===== src/rom_settings.svh =====
//==============================
// build-time settings for the ROM access hub
// ROM_LATENCY must be 1 or more
// ROM_SLOTS tested at 2, 4 and 8
// ROM_AW is a byte address width, at least 3
//==============================
`ifndef ROM_SETTINGS_SVH
`define ROM_SETTINGS_SVH

// number of requester slots sharing the ROM
`define ROM_SLOTS 4

// byte address width seen by requesters
`define ROM_AW 18

// cycles from rom_rd to valid rom_data
`define ROM_LATENCY 3

// 1 turns on the concurrent checks in the RTL
`define ROM_ASSERT_ON 1

`endif


===== src/rom_pkg.sv =====
//==============================
// shared types for the ROM hub
// slot index width follows ROM_SLOTS
//==============================
`include "rom_settings.svh"

package rom_pkg;

    // one ROM word, read either as bytes or as halfwords
    // lane 0 sits in the low bits for both views
    typedef union packed {
        logic [3:0][7:0]  b;    // byte lanes, b[0] = bits 7..0
        logic [1:0][15:0] h;    // halfword lanes, h[0] = bits 15..0
    } rom_word_u;

    // slot number, wide enough for ROM_SLOTS
    localparam int SLOT_W = (`ROM_SLOTS > 1) ? $clog2(`ROM_SLOTS) : 1;

    typedef logic [SLOT_W-1:0] slot_idx_t;

endpackage


===== src/rom_slot.sv =====
//==============================
// per-requester two-entry word cache
// addr must stay put while a miss is pending
// the fill is tagged with the current addr
// dout is zero-extended on byte reads
//==============================
`include "rom_settings.svh"

module rom_slot
    import rom_pkg::*;
(
    input  logic               clk,
    input  logic               rst,
    input  logic [`ROM_AW-1:0] addr,      // byte address
    input  logic               addr_ok,   // addr is valid
    input  logic               half,      // halfword read when high
    input  rom_word_u          din,       // shared word from reader
    input  logic               din_ok,
    input  logic               we,        // this slot was granted
    output logic               req,
    output logic [`ROM_AW-1:0] addr_req,  // word aligned
    output logic               data_ok,
    output logic [15:0]        dout
);

    logic               init;       // nothing cached yet
    logic               victim;     // entry replaced by the next fill
    logic [`ROM_AW-1:0] cached_addr0;
    logic [`ROM_AW-1:0] cached_addr1;
    rom_word_u          cached_data0;
    rom_word_u          cached_data1;
    logic               hit0;
    logic               hit1;
    logic               fill;
    rom_word_u          data_mux;
    logic [15:0]        dout_d;

    assign addr_req = {addr[`ROM_AW-1:2], 2'b00};

    // entries hold garbage until the first fill
    assign hit0 = !init && (addr_req == cached_addr0);
    assign hit1 = !init && (addr_req == cached_addr1);
    assign fill = we && din_ok;

    // init counts as a miss, and the fill cycle drops req
    assign req = addr_ok && !we && !(hit0 || hit1);

    always_ff @(posedge clk or posedge rst) begin
        if (rst) begin
            init    <= 1'b1;
            victim  <= 1'b0;
            data_ok <= 1'b0;
        end else begin
            data_ok <= addr_ok && (hit0 || hit1 || fill);
            if (fill) begin
                init <= 1'b0;
                if (!init)
                    victim <= ~victim;  // alternate only after the first fill
            end
        end
    end

    // cache payload, first fill loads both entries
    always_ff @(posedge clk) begin
        if (fill) begin
            if (init || !victim) begin
                cached_addr0 <= addr_req;
                cached_data0 <= din;
            end
            if (init || victim) begin
                cached_addr1 <= addr_req;
                cached_data1 <= din;
            end
        end
    end

    // fresh word goes straight out, saving a cycle on a miss
    assign data_mux = fill ? din : (hit0 ? cached_data0 : cached_data1);

    always_comb begin
        if (half)
            dout_d = data_mux.h[addr[1]];             // halfword lane by bit 1
        else
            dout_d = {8'h00, data_mux.b[addr[1:0]]};  // byte lane by bits 1..0
    end

    always_ff @(posedge clk) begin
        if (addr_ok)
            dout <= dout_d;   // holds the last value while idle
    end

    if (`ROM_ASSERT_ON) begin : g_sva
        // the reader must never strobe we on its own
        a_we_has_din: assert property (@(posedge clk) disable iff (rst)
            we |-> din_ok)
            else $error("rom_slot: we without din_ok");
        // a fill only lands on a slot that was still asking for it
        a_we_was_asked: assert property (@(posedge clk) disable iff (rst)
            we |-> $past(req))
            else $error("rom_slot: fill for a slot that was not requesting");
    end

endmodule


===== config.mk =====
export PLATFORM = sky130hd
export DESIGN_NAME = rom_slot
export DESIGN_NICKNAME = d
export VERILOG_FILES = /design/src/rom_pkg.sv /design/src/rom_slot.sv
export VERILOG_INCLUDE_DIRS = /design/src
export SDC_FILE = /design/constraint.sdc
export NUM_CORES = 1
export LEC_CHECK = 0
export ABC_AREA = 1
export BUFFER_PORTS_ARGS = -buffer_cell sky130_fd_sc_hd__buf_2
export CAP_MARGIN = 40
export CORE_MARGIN = 3
export CORE_UTILIZATION = 40
export DETAILED_ROUTE_END_ITERATION = 10
export PLACE_DENSITY_LB_ADDON = 0.08
export SLEW_MARGIN = 20
export SYNTH_ARGS = -nofsm -noshare
export SYNTH_HDL_FRONTEND = slang
export SYNTH_SLANG_ARGS = --single-unit

===== constraint.sdc =====
create_clock -name clk -period 11.4 [get_ports clk]
set_clock_uncertainty 0.15 [all_clocks]
set_input_delay 1.71 -clock clk [delete_from_list [all_inputs] [get_ports clk]]
set_output_delay 1.71 -clock clk [all_outputs]
set_load 0.01 [all_outputs]

==> metrics <==
DRC 0; first-pass GRT wire length about 20 mm; fmax about 160 MHz; initial antenna violation count 0; die area approximately 15,000 um2; CTS tree done; clk buf depth 2; RSZ-0062 raised after global routing false; Detailed Routing Iterations Pass 1 6; worst slew margin relative to its limit a little over two fifths; Peak VDD IR roughly 0.099 mV; Core ar. around 13,000 um2; Num CTS Buffers 17; Critical-path top delay cell nand3_2; Resized cells post-CTS 0; crit path launch type input port; Die W about 120 um; Final Cycle Share a little over half; worst-margin pin slew about 0.85 ns; Crit Path Category in2out; largest cells by area after synthesis edfxtp_1, nand2_1, nor2_1; ant diodes 0; element type at the critical path end primary output; final wirelength ~13 mm; most common cell after layout, fill and taps aside edfxtp_1; crit path time final 6.134 ns; library cells used by synthesis 27; vias in the first global route around 3.7k; Crit Path Max Fanout 33; Routed WL per cell between 15 and 20 um; Worst Hold Class reg2reg; Final Cell Area approximately 6400 um2; io pins ~90; pin count of the biggest net entering global routing 68; Via density approximately 5; mean post-synth cell area 10.40 um2; initial DRC count 458; H-tree levels 4; crit path DAT 4.27 ns; Layout Utilization approximately half; Post-synth EDFFs ~110; Primary FF master, synth edfxtp_1; most frequent cells in the layout edfxtp_1, nand2_1, buf_2; Crit path top cell by count nand2_1; crit-path cells buf_2 -> inv_1 -> nand2_1 -> o21ai_0 -> nor2_1 -> nand2_1 -> nor2_4 -> nand3_2 -> nand2_1 -> nor3b_1 -> buf_2; outcome finished clean; cell taking the most area after synthesis edfxtp_1; post-synthesis sequential area ratio about two thirds; GRT Resource Usage Total a little under a fifth; vias approximately 3.8k; fill cell count between 1k and 1.5k; Post-Syn Area between 5000 and 6000 um2; clock transition at the registers of the reported paths about 0.050 ns; hold_buf cts 0; dpl cell area approximately 5800 um2; Area Overhead vs Synth 21.15%; DRT antenna net count 0; GRT Residual Overflow 0; nets about 640; Slew Viols, Final 0; Ys Warns 0; Synth async-reset ratio between 2 and 3%; initial core utilization just over 40%; Critical Path Max Stage Delay 0.84 ns; placer congestion estimate roughly 0.77; Final setup viols 0; setup fix buffers added after clock tree synthesis 0; Pwr Density around 180 nW/um2; Final Hold Fails 0; Clk Latency, worst-skew pair between 0.4 and 0.5 ns; Die H 120.7 um; Leakage roughly 0.0026 uW; max_cap viols 0; cells after synthesis a little over 500; Req. time, crit path between 9 and 10 ns; register bit total from synthesis 115; total clock sinks between 100 and 150; HPWL Detailed ~8.0 mm; clock root buffer clkbuf_16; share of cells above drive strength 1 a little under a quarter; IO buf count between 80 and 90; Yosys top cell area share 63.94%; Row Count between 40 and 50; setup tns final 0 ns
[state kept, by name, indices dropped and copies added (netlist names)]
register	cells
cached_addr0	16
cached_addr1	16
cached_data0	32
cached_data1	32
data_ok	1
dout	16
init	1
victim	1
[cell type report]
cell class              count  area, um2  area share (%)
clock buffers              17      425.4           6.676
clock inverters            15      190.2           2.984
inverters                  38      142.6           2.238
multi-input cells         314       1476           23.17
flip-flops and latches    115       3440           53.98
well taps                 172      215.2           3.377
repair buffers             94      483.0           7.579
[path summary, 6_finish.rpt]
path,depth (start not counted),start,to,slack [ns]
worst max register to register,12,cached_addr0[8]$_DFFE_PP_,dout[4]$_DFFE_PP_,7.97
min in group asynchronous,2,rst,data_ok$_DFF_PP0_,1.00
worst max-delay path,11,addr[7],req,5.27
worst min-delay path,2,victim$_DFFE_PP0P_,victim$_DFFE_PP0P_,0.46
max in group asynchronous,2,rst,init$_DFFE_PP1P_,9.89
worst min register to register,2,victim$_DFFE_PP0P_,victim$_DFFE_PP0P_,0.46
[power by group]
group	internal [uW]	switching, uW	leakage, uW	total [uW]
clock network	362	189	0.000290	552
registers	494	7.53	0.00108	502
logic	30.6	64.6	0.00127	95.1
[logic make-up after synthesis]
group | Yosys count | share of synthesized area, %
compound gates | 23 | 2.260
xor+xnor | 12 | 1.998
buf+inv | 78 | 7.136
flops | 115 | 65.39
other cells | 1 | 0.07129
simple gates | 277 | 23.15
[critical path: cells and delay by family]
kind	cells	cell delay, ns
AO/OA/AOI/OAI	1	0.07
buffers and inverters	3	0.32
AND/OR/NAND/NOR	7	2.15
[through the flow]
step	hold WS (ns)	setup WS, ns	instances	power, uW
2_1_floorplan	0.3368	6.154	507	566.4
3_3_place_gp	0.4379	5.265	733	605.7
3_5_place_dp	0.4482	5.232	733	606.5
4_1_cts	0.4622	5.215	765	1161
5_1_grt	0.5014	4.962	765	1192
6_report	0.4631	5.266	765	1148
[Yosys cell counts, types with 4 or more instances]
cell	number
xor2_1	4
clkbuf_1	7
nand2_1	111
xnor2_1	8
nand4_1	35
buf_2	12
edfxtp_1	112
nor2_1	74
o21ai_0	7
inv_1	33
a21oi_1	13
buf_4	18
nand3_1	49
[metal layers]
layer | GRT usage [%] | up-vias | part of all wire [%]
met5 | 0 | - | 0
met4 | 7.082 | 0 | 1.1
met3 | 4.724 | 12 | 5.9
met2 | 27.35 | 124 | 46
met1 | 26.09 | 1803 | 47
li1 | - | 1875 | -
Note: power is estimated with default switching activity, not from simulation.
