[config.mk]
export PLATFORM = sky130hd
export DESIGN_NAME = rom_reader
export DESIGN_NICKNAME = d
export VERILOG_FILES = /design/src/rom_pkg.sv /design/src/rom_reader.sv
export VERILOG_INCLUDE_DIRS = /design/src
export SDC_FILE = /design/constraint.sdc
export NUM_CORES = 1
export LEC_CHECK = 0
export BUFFER_PORTS_ARGS = -buffer_cell sky130_fd_sc_hd__buf_2
export CORE_AREA = 4 4 57 85
export DETAILED_ROUTE_END_ITERATION = 8
export DIE_AREA = 0 0 61 89
export GPL_ROUTABILITY_DRIVEN = 0
export PLACE_DENSITY = 0.7
export SLEW_MARGIN = 15
export SYNTH_ARGS = -nofsm -noshare
export SYNTH_HDL_FRONTEND = slang
export SYNTH_SLANG_ARGS = --single-unit
export TNS_END_PERCENT = 5
[constraint.sdc]
create_clock -name clk -period 1.6 [get_ports clk]
set_clock_uncertainty 0.1 [all_clocks]
set_input_delay 0.08 -clock clk [delete_from_list [all_inputs] [get_ports clk]]
set_output_delay 0.08 -clock clk [all_outputs]
set_load 0.01 [all_outputs]
[src/rom_settings.svh]
//==============================
// build-time settings for the ROM access hub
// ROM_LATENCY must be 1 or more
// ROM_SLOTS tested at 2, 4 and 8
// ROM_AW is a byte address width, at least 3
//==============================
`ifndef ROM_SETTINGS_SVH
`define ROM_SETTINGS_SVH

// number of requester slots sharing the ROM
`define ROM_SLOTS 4

// byte address width seen by requesters
`define ROM_AW 18

// cycles from rom_rd to valid rom_data
`define ROM_LATENCY 3

// 1 turns on the concurrent checks in the RTL
`define ROM_ASSERT_ON 1

`endif

[src/rom_pkg.sv]
//==============================
// shared types for the ROM hub
// slot index width follows ROM_SLOTS
//==============================
`include "rom_settings.svh"

package rom_pkg;

    // one ROM word, read either as bytes or as halfwords
    // lane 0 sits in the low bits for both views
    typedef union packed {
        logic [3:0][7:0]  b;    // byte lanes, b[0] = bits 7..0
        logic [1:0][15:0] h;    // halfword lanes, h[0] = bits 15..0
    } rom_word_u;

    // slot number, wide enough for ROM_SLOTS
    localparam int SLOT_W = (`ROM_SLOTS > 1) ? $clog2(`ROM_SLOTS) : 1;

    typedef logic [SLOT_W-1:0] slot_idx_t;

endpackage

[src/rom_reader.sv]
//==============================
// ROM read sequencer, fixed latency
// rom_data sampled ROM_LATENCY cycles after rom_rd
// din_ok one cycle later, we to one slot only
//==============================
`include "rom_settings.svh"

module rom_reader
    import rom_pkg::*;
(
    input  logic                  clk,
    input  logic                  rst,
    input  logic                  issue,
    input  logic [`ROM_AW-1:0]    issue_addr,
    input  slot_idx_t             issue_slot,
    output logic [`ROM_AW-3:0]    rom_addr,   // word address
    output logic                  rom_rd,
    input  logic [31:0]           rom_data,
    output rom_word_u             din,
    output logic                  din_ok,
    output logic [`ROM_SLOTS-1:0] we,
    output logic                  done
);

    localparam int LAT = `ROM_LATENCY;
    localparam int S   = `ROM_SLOTS;

    logic [LAT-1:0] pipe;     // one bit per cycle of ROM latency
    slot_idx_t      slot_q;   // owner of the read in flight
    logic           land;

    assign rom_rd   = issue;
    assign rom_addr = issue_addr[`ROM_AW-1:2];  // arbiter holds it while busy
    assign land     = pipe[LAT-1];              // rom_data valid now

    always_ff @(posedge clk or posedge rst) begin
        if (rst) begin
            pipe   <= '0;
            din_ok <= 1'b0;
            we     <= '0;
        end else begin
            pipe   <= (pipe << 1) | LAT'(issue);
            din_ok <= land;
            we     <= land ? (S'(1) << slot_q) : '0;
        end
    end

    always_ff @(posedge clk) begin
        if (issue)
            slot_q <= issue_slot;
        if (land)
            din <= rom_word_u'(rom_data);
    end

    assign done = din_ok;   // frees the arbiter

    if (`ROM_ASSERT_ON) begin : g_sva
        // the arbiter must wait for the previous word
        a_single_read: assert property (@(posedge clk) disable iff (rst)
            issue |-> (pipe == '0))
            else $error("rom_reader: issue during a pending read");
    end

endmodule

==> impl_metrics.env, run 1 <==
export IMPL_yosysMostFrequentCell="edfxtp_1"
export IMPL_rsz0062_at_grt="no"
export IMPL_vdd_ir_drop_max_mv=0.7528
export IMPL_clk_path_buf_depth=2
export IMPL_clock_sinks=42
export IMPL_cts_tree="built"
export IMPL_fin_nets=222
export IMPL_drv_slew=0
export IMPL_placed_area_mm2=0.001710
export IMPL_cpPeakStageDelay_ps=350
export IMPL_p_per_area_mw_per_mm2=980.1
export IMPL_syn_to_final_growth_pct=53.98
export IMPL_reg2reg_slack_ps=470
export IMPL_finalCriticalPeriod_ps=1128
export IMPL_track_usage=0.1213
export IMPL_synthTopCellsByArea="edfxtp_1, dfrtp_1, buf_4"
export IMPL_netlist_area_mm2=0.001398
export IMPL_ys_types=7
export IMPL_final_cell_area_mm2=0.002152
export IMPL_cts_htree_levels=2
export IMPL_grt_max_degree=30
export IMPL_syn_nets=120
export IMPL_ys_seq_area_frac=0.8738
export IMPL_slew_headroom=0.7617
export IMPL_period_share=0.7050
export IMPL_multi_input_area_um2=37.54
export IMPL_drc_errors=0
export IMPL_drtAntennaViolNets=0
export IMPL_endpoint_kind="register"
export IMPL_die_area_mm2=0.005429
export IMPL_row_count=29
export IMPL_die_h_um=89
export IMPL_grt_ovfl_total=0
export IMPL_hold_viol=0
export IMPL_cts_resized=0
export IMPL_required_ps=1450
export IMPL_coreArea_mm2=0.004136
export IMPL_path_delay_family="flip-flops"
export IMPL_clk_latency_ps=280
export IMPL_die_x_um=61
export IMPL_totalWireLength_mm=3.335
export IMPL_synthTopCellsByCount="edfxtp_1, buf_4, dfrtp_1"
export IMPL_drive_above_1_share=0.5060
export IMPL_path_cells="buf_4"
export IMPL_setup_viol=0
export IMPL_synth_edf_count=34
export IMPL_min_path_type="input port to output pin"
export IMPL_ff_latch_area_mm2=0.001221
export IMPL_portBuffers=75
export IMPL_synth_top_area_frac=0.7305
export IMPL_status="completed"
export IMPL_numCtsBuffers=5
export IMPL_async_reset_ff_frac=0.1905
export IMPL_clock_root_buffer="clkbuf_8"
export IMPL_synth_cells=65
export IMPL_detailroute_via_count=913
export IMPL_fmax_mhz=886.6
export IMPL_insertedDiodeCount=0
export IMPL_grt_first_pass_wirelength_mm=4.450
export IMPL_cp_slowest_cell="dfrtp_1"
export IMPL_cap_violations=0
export IMPL_fin_ws_ps=472.1
export IMPL_drt_wirelength_per_cell_um=15.58
export IMPL_pin_count=110
export IMPL_arrival_ps=980
export IMPL_cts_clk_slew_worst_paths_ps=70
export IMPL_ys_warnings_count=0
export IMPL_ys_flop_type="edfxtp_1"
export IMPL_timing_worst_slew_pin_value_ps=357.5
export IMPL_start_util=0.3379
export IMPL_worstSetupStartpointType="register"
export IMPL_synth_seq_cells=42
export IMPL_yosys_area_top_type="edfxtp_1"
export IMPL_fin_tns_setup_ps=0
export IMPL_dp_slack_ps=474.4
export IMPL_viasPerCell=4.266
export IMPL_drtPass1Iterations=2
export IMPL_crit_type="register to register"
export IMPL_fillers=349
export IMPL_synth_area_per_cell_um2=21.50
export IMPL_totalPowerFinal_w=0.002109
export IMPL_path_buf_inv=1
export IMPL_crit_path_max_fanout=29
export IMPL_p_leak_nw=0.9635
export IMPL_first_iter_violations=10
export IMPL_grt_pass1_vias=1022
export IMPL_antenna_found_initial=0
-- flip-flops by register name, summed over array words and instances, names as in the netlist --
register  cells
pipe          3
din_ok        1
we            4
slot_q        2
din          32
-- per-layer routing --
metal	wire length (um)	vias up	GRT usage
met4	180	0	0.08284
met2	1894	64	0.2249
li1	-	419	-
met3	273	17	0.05202
met5	0	-	0
met1	986	413	0.09555
-- per-stage QoR --
stage,util,cells,hold slack (ps)
final,0.5203,214,60.00
after global routing,0.5203,214,60.02
after detailed placement,0.4135,170,-65.48
after global placement,0.4135,170,-83.84
after CTS,0.5203,214,60.07
after floorplan,-,65,-204.3
-- cells in the final DEF, fill, tap and decap left out, drive strengths merged --
master,instances
and3,1
and3b,2
buf,77
clkbuf,6
clkinv,2
dfrtp,8
dlygate4sd3,36
edfxtp,34
inv,1
nor3b,1
-- layout make-up --
cell class | count | share of cell area
clock inverter | 2 | 0.004070
multi-input combinational | 4 | 0.01744
sequential | 42 | 0.5674
inverter | 1 | 0.001744
clock buffer | 6 | 0.03372
timing repair buffer | 113 | 0.3488
tap | 46 | 0.02674
-- power by group --
part	total (W)	internal, W	switching (W)
Combinational	0.000223	0.000129	0.0000942
Sequential	0.00127	0.00125	0.0000189
Clock	0.000618	0.000299	0.000319
Total	0.00211	0.00168	0.000432
-- final timing paths --
path                                start            to  cells after the start
max in group asynchronous             rst        din_ok                      3
setup reg to reg                  pipe[2]        din[4]                      1
setup / recovery                  pipe[2]        din[4]                      1
hold / removal             issue_addr[15]  rom_addr[13]                      0
min in group asynchronous             rst         we[0]                      3
hold reg to reg                   pipe[1]       pipe[2]                      0
-- logic make-up after synthesis --
kind of cell	share of synthesized area
flops	0.8738
simple gates	0.02686
buf+inv	0.09937
-- repair_timing --
| action | in CTS | in global routing |
|---|---|---|
| hold buffers | 36 | 0 |
| buffers inserted | 0 | 0 |
| hold endpoints to repair | 45 | 0 |
Power figures use the tool's default switching activity.
==> inputs of run 2 (changes only) <==
CORE_AREA = 4 4 58 86   (was 4 4 57 85)
DIE_AREA = 0 0 62 90   (was 0 0 61 89)
PLACE_DENSITY = 0.71   (was 0.7)
clock period = 0.95 ns   (was 1.6 ns; I/O delays follow)
==> run 2 against run 1 <==
The flow now finishes with violations (setup timing). Routed wire length rose by 3.6%. Utilization rose by 3.6 points. Setup slack worse by 560 ps. First-iteration DRC count is 60% higher. Sequential power is 69% higher. Sequential share of layout area fell by 4.9 points. Global-route usage is 0.80 points higher. Total power increased by 76%. Fmax increased by 9.1%. Count of clock-buffer cells in the layout up 1. Highest routed layer unchanged. Via count up 5.4%. Design area increased by 9.8%.
==> impl_metrics.env, run 2 (synthesized netlist as in run 1, its figures left out) <==
export IMPL_status="complete, but fails checks"
export IMPL_violations="setup timing"
export IMPL_totalWireLength_mm=3.456
export IMPL_die_area_mm2=0.005580
export IMPL_viasPerCell=4.165
export IMPL_clk_path_buf_depth=2
export IMPL_p_leak_nw=1.047
export IMPL_crit_type="register to register"
export IMPL_seqPwrFrac=0.575
export IMPL_coreArea_mm2=0.004245
export IMPL_fillers=332
export IMPL_rsz0062_at_grt="yes"
export IMPL_endpoint_kind="register"
export IMPL_grt_first_pass_wirelength_mm=5.099
export IMPL_final_cell_mix="buf_2, dlygate4sd3_1, edfxtp_1, dfrtp_1, clkbuf_8"
export IMPL_fmax_mhz=967.0
export IMPL_drtPass1Iterations=4
export IMPL_grt_ovfl_total=0
export IMPL_pwr_share_clk=0.300
export IMPL_internal_power_w=0.002966
export IMPL_clk_latency_ps=280
export IMPL_p_per_area_mw_per_mm2=1575
export IMPL_arrival_ps=1110
export IMPL_portBuffers=75
export IMPL_setup_viol=47
export IMPL_slew_headroom=0.8046
export IMPL_fin_ws_ps=-84.15
export IMPL_drv_slew=0
export IMPL_finalCriticalPeriod_ps=1034
export IMPL_period_share=1.089
export IMPL_regMostFlops="din"
export IMPL_numCtsBuffers=5
export IMPL_holdWs_ps=148.2
export IMPL_path_cells="buf_12, and3_4"
export IMPL_detailroute_via_count=962
export IMPL_drt_wirelength_per_cell_um=14.96
export IMPL_first_iter_violations=16
export IMPL_placed_area_mm2=0.001703
export IMPL_row_count=29
export IMPL_fin_tns_setup_ps=-2296
export IMPL_cts_clk_slew_worst_paths_ps=70
export IMPL_min_path_type="input port to asynchronous set/reset pin"
export IMPL_clock_root_buffer="clkbuf_8"
export IMPL_pin_count=110
export IMPL_grt_pass1_vias=1070
export IMPL_final_common_cell="buf_2"
export IMPL_drive_above_1_share=0.4757
export IMPL_combPwrFrac=0.125
export IMPL_final_cell_area_mm2=0.002362
export IMPL_worstSetupStartpointType="register"
export IMPL_syn_to_final_growth_pct=69.02
export IMPL_switching_share=0.2026
export IMPL_die_h_um=90
export IMPL_cap_violations=0
export IMPL_path_buf_inv=1
export IMPL_die_x_um=62
export IMPL_p_sw_w=0.0007537
export IMPL_insertedDiodeCount=0
export IMPL_dp_hpwl_mm=2.050
export IMPL_crit_path_max_fanout=18
export IMPL_path_delay_family="flip-flops"
export IMPL_clock_sinks=42
export IMPL_cts_tree="built"
export IMPL_track_usage=0.1292
export IMPL_grt_max_degree=19
export IMPL_largest_register_ffs=32
export IMPL_fin_nets=239
export IMPL_cts_htree_levels=2
export IMPL_cpPeakStageDelay_ps=500
export IMPL_hold_viol=0
export IMPL_timing_worst_slew_pin_value_ps=292.7
export IMPL_antenna_found_initial=0
export IMPL_cp_slowest_cell="dfrtp_4"
export IMPL_drtAntennaViolNets=0
export IMPL_required_ps=1030
export IMPL_start_util=0.3292
export IMPL_reg_top3="din: 32 flops, we: 4 flops, pipe: 3 flops"
export IMPL_vdd_ir_drop_max_mv=1.406
export IMPL_drc_errors=0
-- run 2: metal layers --
metal	GRT usage	share of wire	vias up	wire (um)
met3	0.05158	0.082	12	284
li1	-	-	454	-
met4	0.06549	0.031	0	106
met1	0.1052	0.27	436	937
met2	0.2396	0.62	60	2128
met5	0	0	-	0
-- run 2: path summary, 6_finish.rpt --
| path | startpoint | cells past startpoint | slack (ps) | to |
|---|---|---|---|---|
| worst max-delay path | pipe[2] | 2 | -80 | we[3] |
| worst min-delay path | rst | 3 | 150 | pipe[0] |
| worst max register to register | pipe[2] | 2 | -80 | we[3] |
| worst min register to register | pipe[1] | 0 | 260 | pipe[2] |
| max in group asynchronous | rst | 3 | 350 | pipe[2] |
| min in group clk | issue | 2 | 190 | rom_rd |
-- run 2: what timing repair did --
action                                  CTS  global route
hold endpoints to repair                 61             0
pin swaps                                 1             0
gates resized for setup                   3             1
hold buffers                             52             0
endpoints found under the setup margin   58            73
setup buffers                             3             0
-- run 2: area by class of cell --
type,instances,area [um^2],share of cell area
sequential,42,1225,0.5185
timing repair buffer,130,937.1,0.3967
multi-input combinational,4,47.55,0.02013
tap,46,57.56,0.02436
clock inverter,1,5.005,0.002119
clock buffer,7,86.33,0.03655
inverter,1,3.754,0.001589
-- run 2: worst register-to-register path: cells and delay by family, from the launching register on --
family	cells	cell delay, ps
buffers and inverters	1	160
DFF	1	500
and+or+nand+nor	1	170
-- run 2: metrics by stage --
step / std cells / worst slack [ps] / util / power (W)
final: 231 / -84.15 / 0.5564 / 0.003720
after global routing: 231 / -107.2 / 0.5564 / 0.003879
after CTS: 231 / -83.88 / 0.5550 / 0.003769
after detailed placement: 168 / -219.6 / 0.4011 / 0.002433
after global placement: 168 / -181.4 / 0.4011 / 0.002418
after floorplan: 65 / -111.9 / - / 0.002334
-- run 2: power groups by stage --
stage               combinational [W]  sequential, W  clock [W]
floorplan                   0.0000930        0.00224          0
global placement             0.000225        0.00219          0
detailed placement           0.000230        0.00220          0
CTS                          0.000468        0.00214    0.00116
global route                 0.000506        0.00215    0.00122
finish                       0.000465        0.00214    0.00111
==> inputs of run 3 (changes only) <==
CORE_AREA = 4 4 60 83   (was 4 4 58 86)
DIE_AREA = 0 0 64 87   (was 0 0 62 90)
REMOVE_ABC_BUFFERS = 1   (was default)
==> run 3 against run 2 <==
The run still ends with setup timing left. Combinational power hardly changed. Largest power group unchanged. Critical path depth fell by 1. Utilization rose by 0.38 points. Total power grew 0.99%.
==> impl_metrics.env, run 3 (synthesized netlist as in run 1, its figures left out) <==
export IMPL_status="complete, but fails checks"
export IMPL_violations="setup timing"
export IMPL_path_cells="buf_12"
export IMPL_reg_top3="din: 32 flops, we: 4 flops, pipe: 3 flops"
export IMPL_cp_num_cells=1
export IMPL_cpPeakStageDelay_ps=390
export IMPL_final_cell_area_mm2=0.002375
export IMPL_finalCriticalPeriod_ps=996.1
export IMPL_dp_slack_ps=-63.20
export IMPL_combPwrFrac=0.124
export IMPL_fin_util=0.5602
export IMPL_portBuffers=75
export IMPL_dp_hpwl_mm=2.290
export IMPL_cap_violations=0
export IMPL_worstSetupStartpointType="register"
export IMPL_setup_viol=40
export IMPL_totalWireLength_mm=3.763
export IMPL_fin_tns_setup_ps=-1182
export IMPL_detailroute_via_count=978
export IMPL_arrival_ps=890
export IMPL_grt_pass1_vias=1111
export IMPL_multi_input_area_um2=41.29
export IMPL_min_path_type="input port to asynchronous set/reset pin"
export IMPL_die_area_mm2=0.005568
export IMPL_post_cts_buffers=0
export IMPL_pin_count=110
export IMPL_critPathLaunch="pipe[2]"
export IMPL_drt_wirelength_per_cell_um=15.36
export IMPL_final_cell_mix="buf_2, dlygate4sd3_1, edfxtp_1, dfrtp_1, clkbuf_8"
export IMPL_first_iter_violations=8
export IMPL_grt_first_pass_wirelength_mm=5.616
export IMPL_viasPerCell=3.992
export IMPL_start_util=0.3297
export IMPL_p_leak_nw=1.040
export IMPL_cts_clk_slew_worst_paths_ps=80
export IMPL_switching_share=0.2122
export IMPL_fmax_mhz=1004
export IMPL_period_share=1.048
export IMPL_placed_area_mm2=0.001740
export IMPL_reg2reg_to="din[22]"
export IMPL_die_x_um=64
export IMPL_drv_slew=0
export IMPL_vdd_ir_drop_max_mv=1.189
export IMPL_cp_slowest_cell="dfrtp_1"
export IMPL_dpl_cell_count=184
export IMPL_timing_worst_slew_pin_value_ps=297.9
export IMPL_path_buf_inv=1
export IMPL_drc_errors=0
export IMPL_clock_sinks=42
export IMPL_p_per_area_mw_per_mm2=1582
export IMPL_syn_to_final_growth_pct=69.92
export IMPL_slew_headroom=0.8012
export IMPL_required_ps=840
export IMPL_clock_root_buffer="clkbuf_8"
export IMPL_rsz0062_at_grt="yes"
export IMPL_clk_path_buf_depth=2
export IMPL_fin_nets=238
export IMPL_coreArea_mm2=0.004239
export IMPL_p_sw_w=0.0007973
export IMPL_reg2reg_slack_ps=-50
export IMPL_pwr_share_clk=0.308
export IMPL_drtAntennaViolNets=0
export IMPL_path_delay_family="flip-flops"
export IMPL_ff_latch_area_mm2=0.001221
export IMPL_die_h_um=87
export IMPL_grt_max_degree=29
export IMPL_clk_latency_ps=280
export IMPL_rr_worst_depth=1
export IMPL_crit_type="register to register"
export IMPL_seqPwrFrac=0.568
export IMPL_fin_ws_ps=-46.07
export IMPL_row_count=28
export IMPL_regMostFlops="din"
export IMPL_endpoint_kind="register"
export IMPL_hold_viol=0
export IMPL_final_common_cell="buf_2"
export IMPL_reg2reg_from="pipe[2]"
export IMPL_fillers=332
export IMPL_crit_path_max_fanout=28
export IMPL_internal_power_w=0.002959
export IMPL_endpoint="din[22]"
export IMPL_drive_above_1_share=0.4728
export IMPL_grt_ovfl_total=0
export IMPL_antenna_found_initial=0
export IMPL_stdcell_count=245
export IMPL_numCtsBuffers=5
export IMPL_track_usage=0.1408
export IMPL_cts_htree_levels=2
export IMPL_cts_tree="built"
export IMPL_drtPass1Iterations=3
export IMPL_largest_register_ffs=32
-- run 3: cell types whose count changed in the layout (fill, tap and decap cells not counted) --
cell        before  now
buf_6            1    2
diode_2          0    1
dfrtp_4          1    0
dfrtp_1          7    8
buf_4            2    1
nor3b_2          0    1
clkinvlp_4       0    1
nor3b_4          1    0
buf_2           74   73
clkbuf_1         1    0
-- run 3: area by class of cell --
type | instances | share of cell area
multi-input combinational | 4 | 0.01739
antenna | 1 | 0.001054
clock inverter | 2 | 0.005269
timing repair buffer | 129 | 0.3941
inverter | 1 | 0.001581
sequential | 42 | 0.5142
clock buffer | 6 | 0.03477
tap | 60 | 0.03161
-- run 3: stage by stage --
step | hold WS, ps | total power [W]
2_1_floorplan | -236.8 | 0.002255
3_3_place_gp | -111.4 | 0.002425
3_5_place_dp | -98.35 | 0.002440
4_1_cts | 124.9 | 0.003785
5_1_grt | 178.6 | 0.003914
6_report | 129.3 | 0.003757
-- run 3: tightest hold or removal path, cell delays in order --
cell,delay [ps]
dlygate4sd3_1,530
buf_2,110
inv_1,230
-- run 3: per-layer routing --
metal,track usage,up-vias,share of wire
li1,-,452,-
met4,0.07269,0,0.037
met3,0.05426,14,0.075
met5,0,-,0
met2,0.2568,50,0.57
met1,0.1349,462,0.32
-- run 3: what timing repair did --
action / CTS / global route
endpoints found under the setup margin: 59 / 74
endpoints found under the hold margin: 61 / 0
cloned: 0 / 0
resized for setup: 1 / 2
pin swaps: 1 / 0
hold buffers: 52 / 0
-- run 3: worst min-delay path by stage --
stage               slack (ps)  cells after the start     end  startpoint
floorplan                 -240                      1  din_ok         rst
global placement          -110                      2  din_ok         rst
detailed placement        -100                      2   we[2]         rst
CTS                        120                      3   we[0]         rst
global route               180                      3   we[1]         rst
finish                     130                      3   we[0]         rst
-- run 3: power by group through the flow --
stage | sequential, W | combinational [W] | clock (W)
after floorplan | 0.00224 | 0.0000138 | 0
after global placement | 0.00217 | 0.000256 | 0
after detailed placement | 0.00217 | 0.000267 | 0
after CTS | 0.00213 | 0.000463 | 0.00119
after global routing | 0.00215 | 0.000504 | 0.00126
final | 0.00213 | 0.000468 | 0.00116
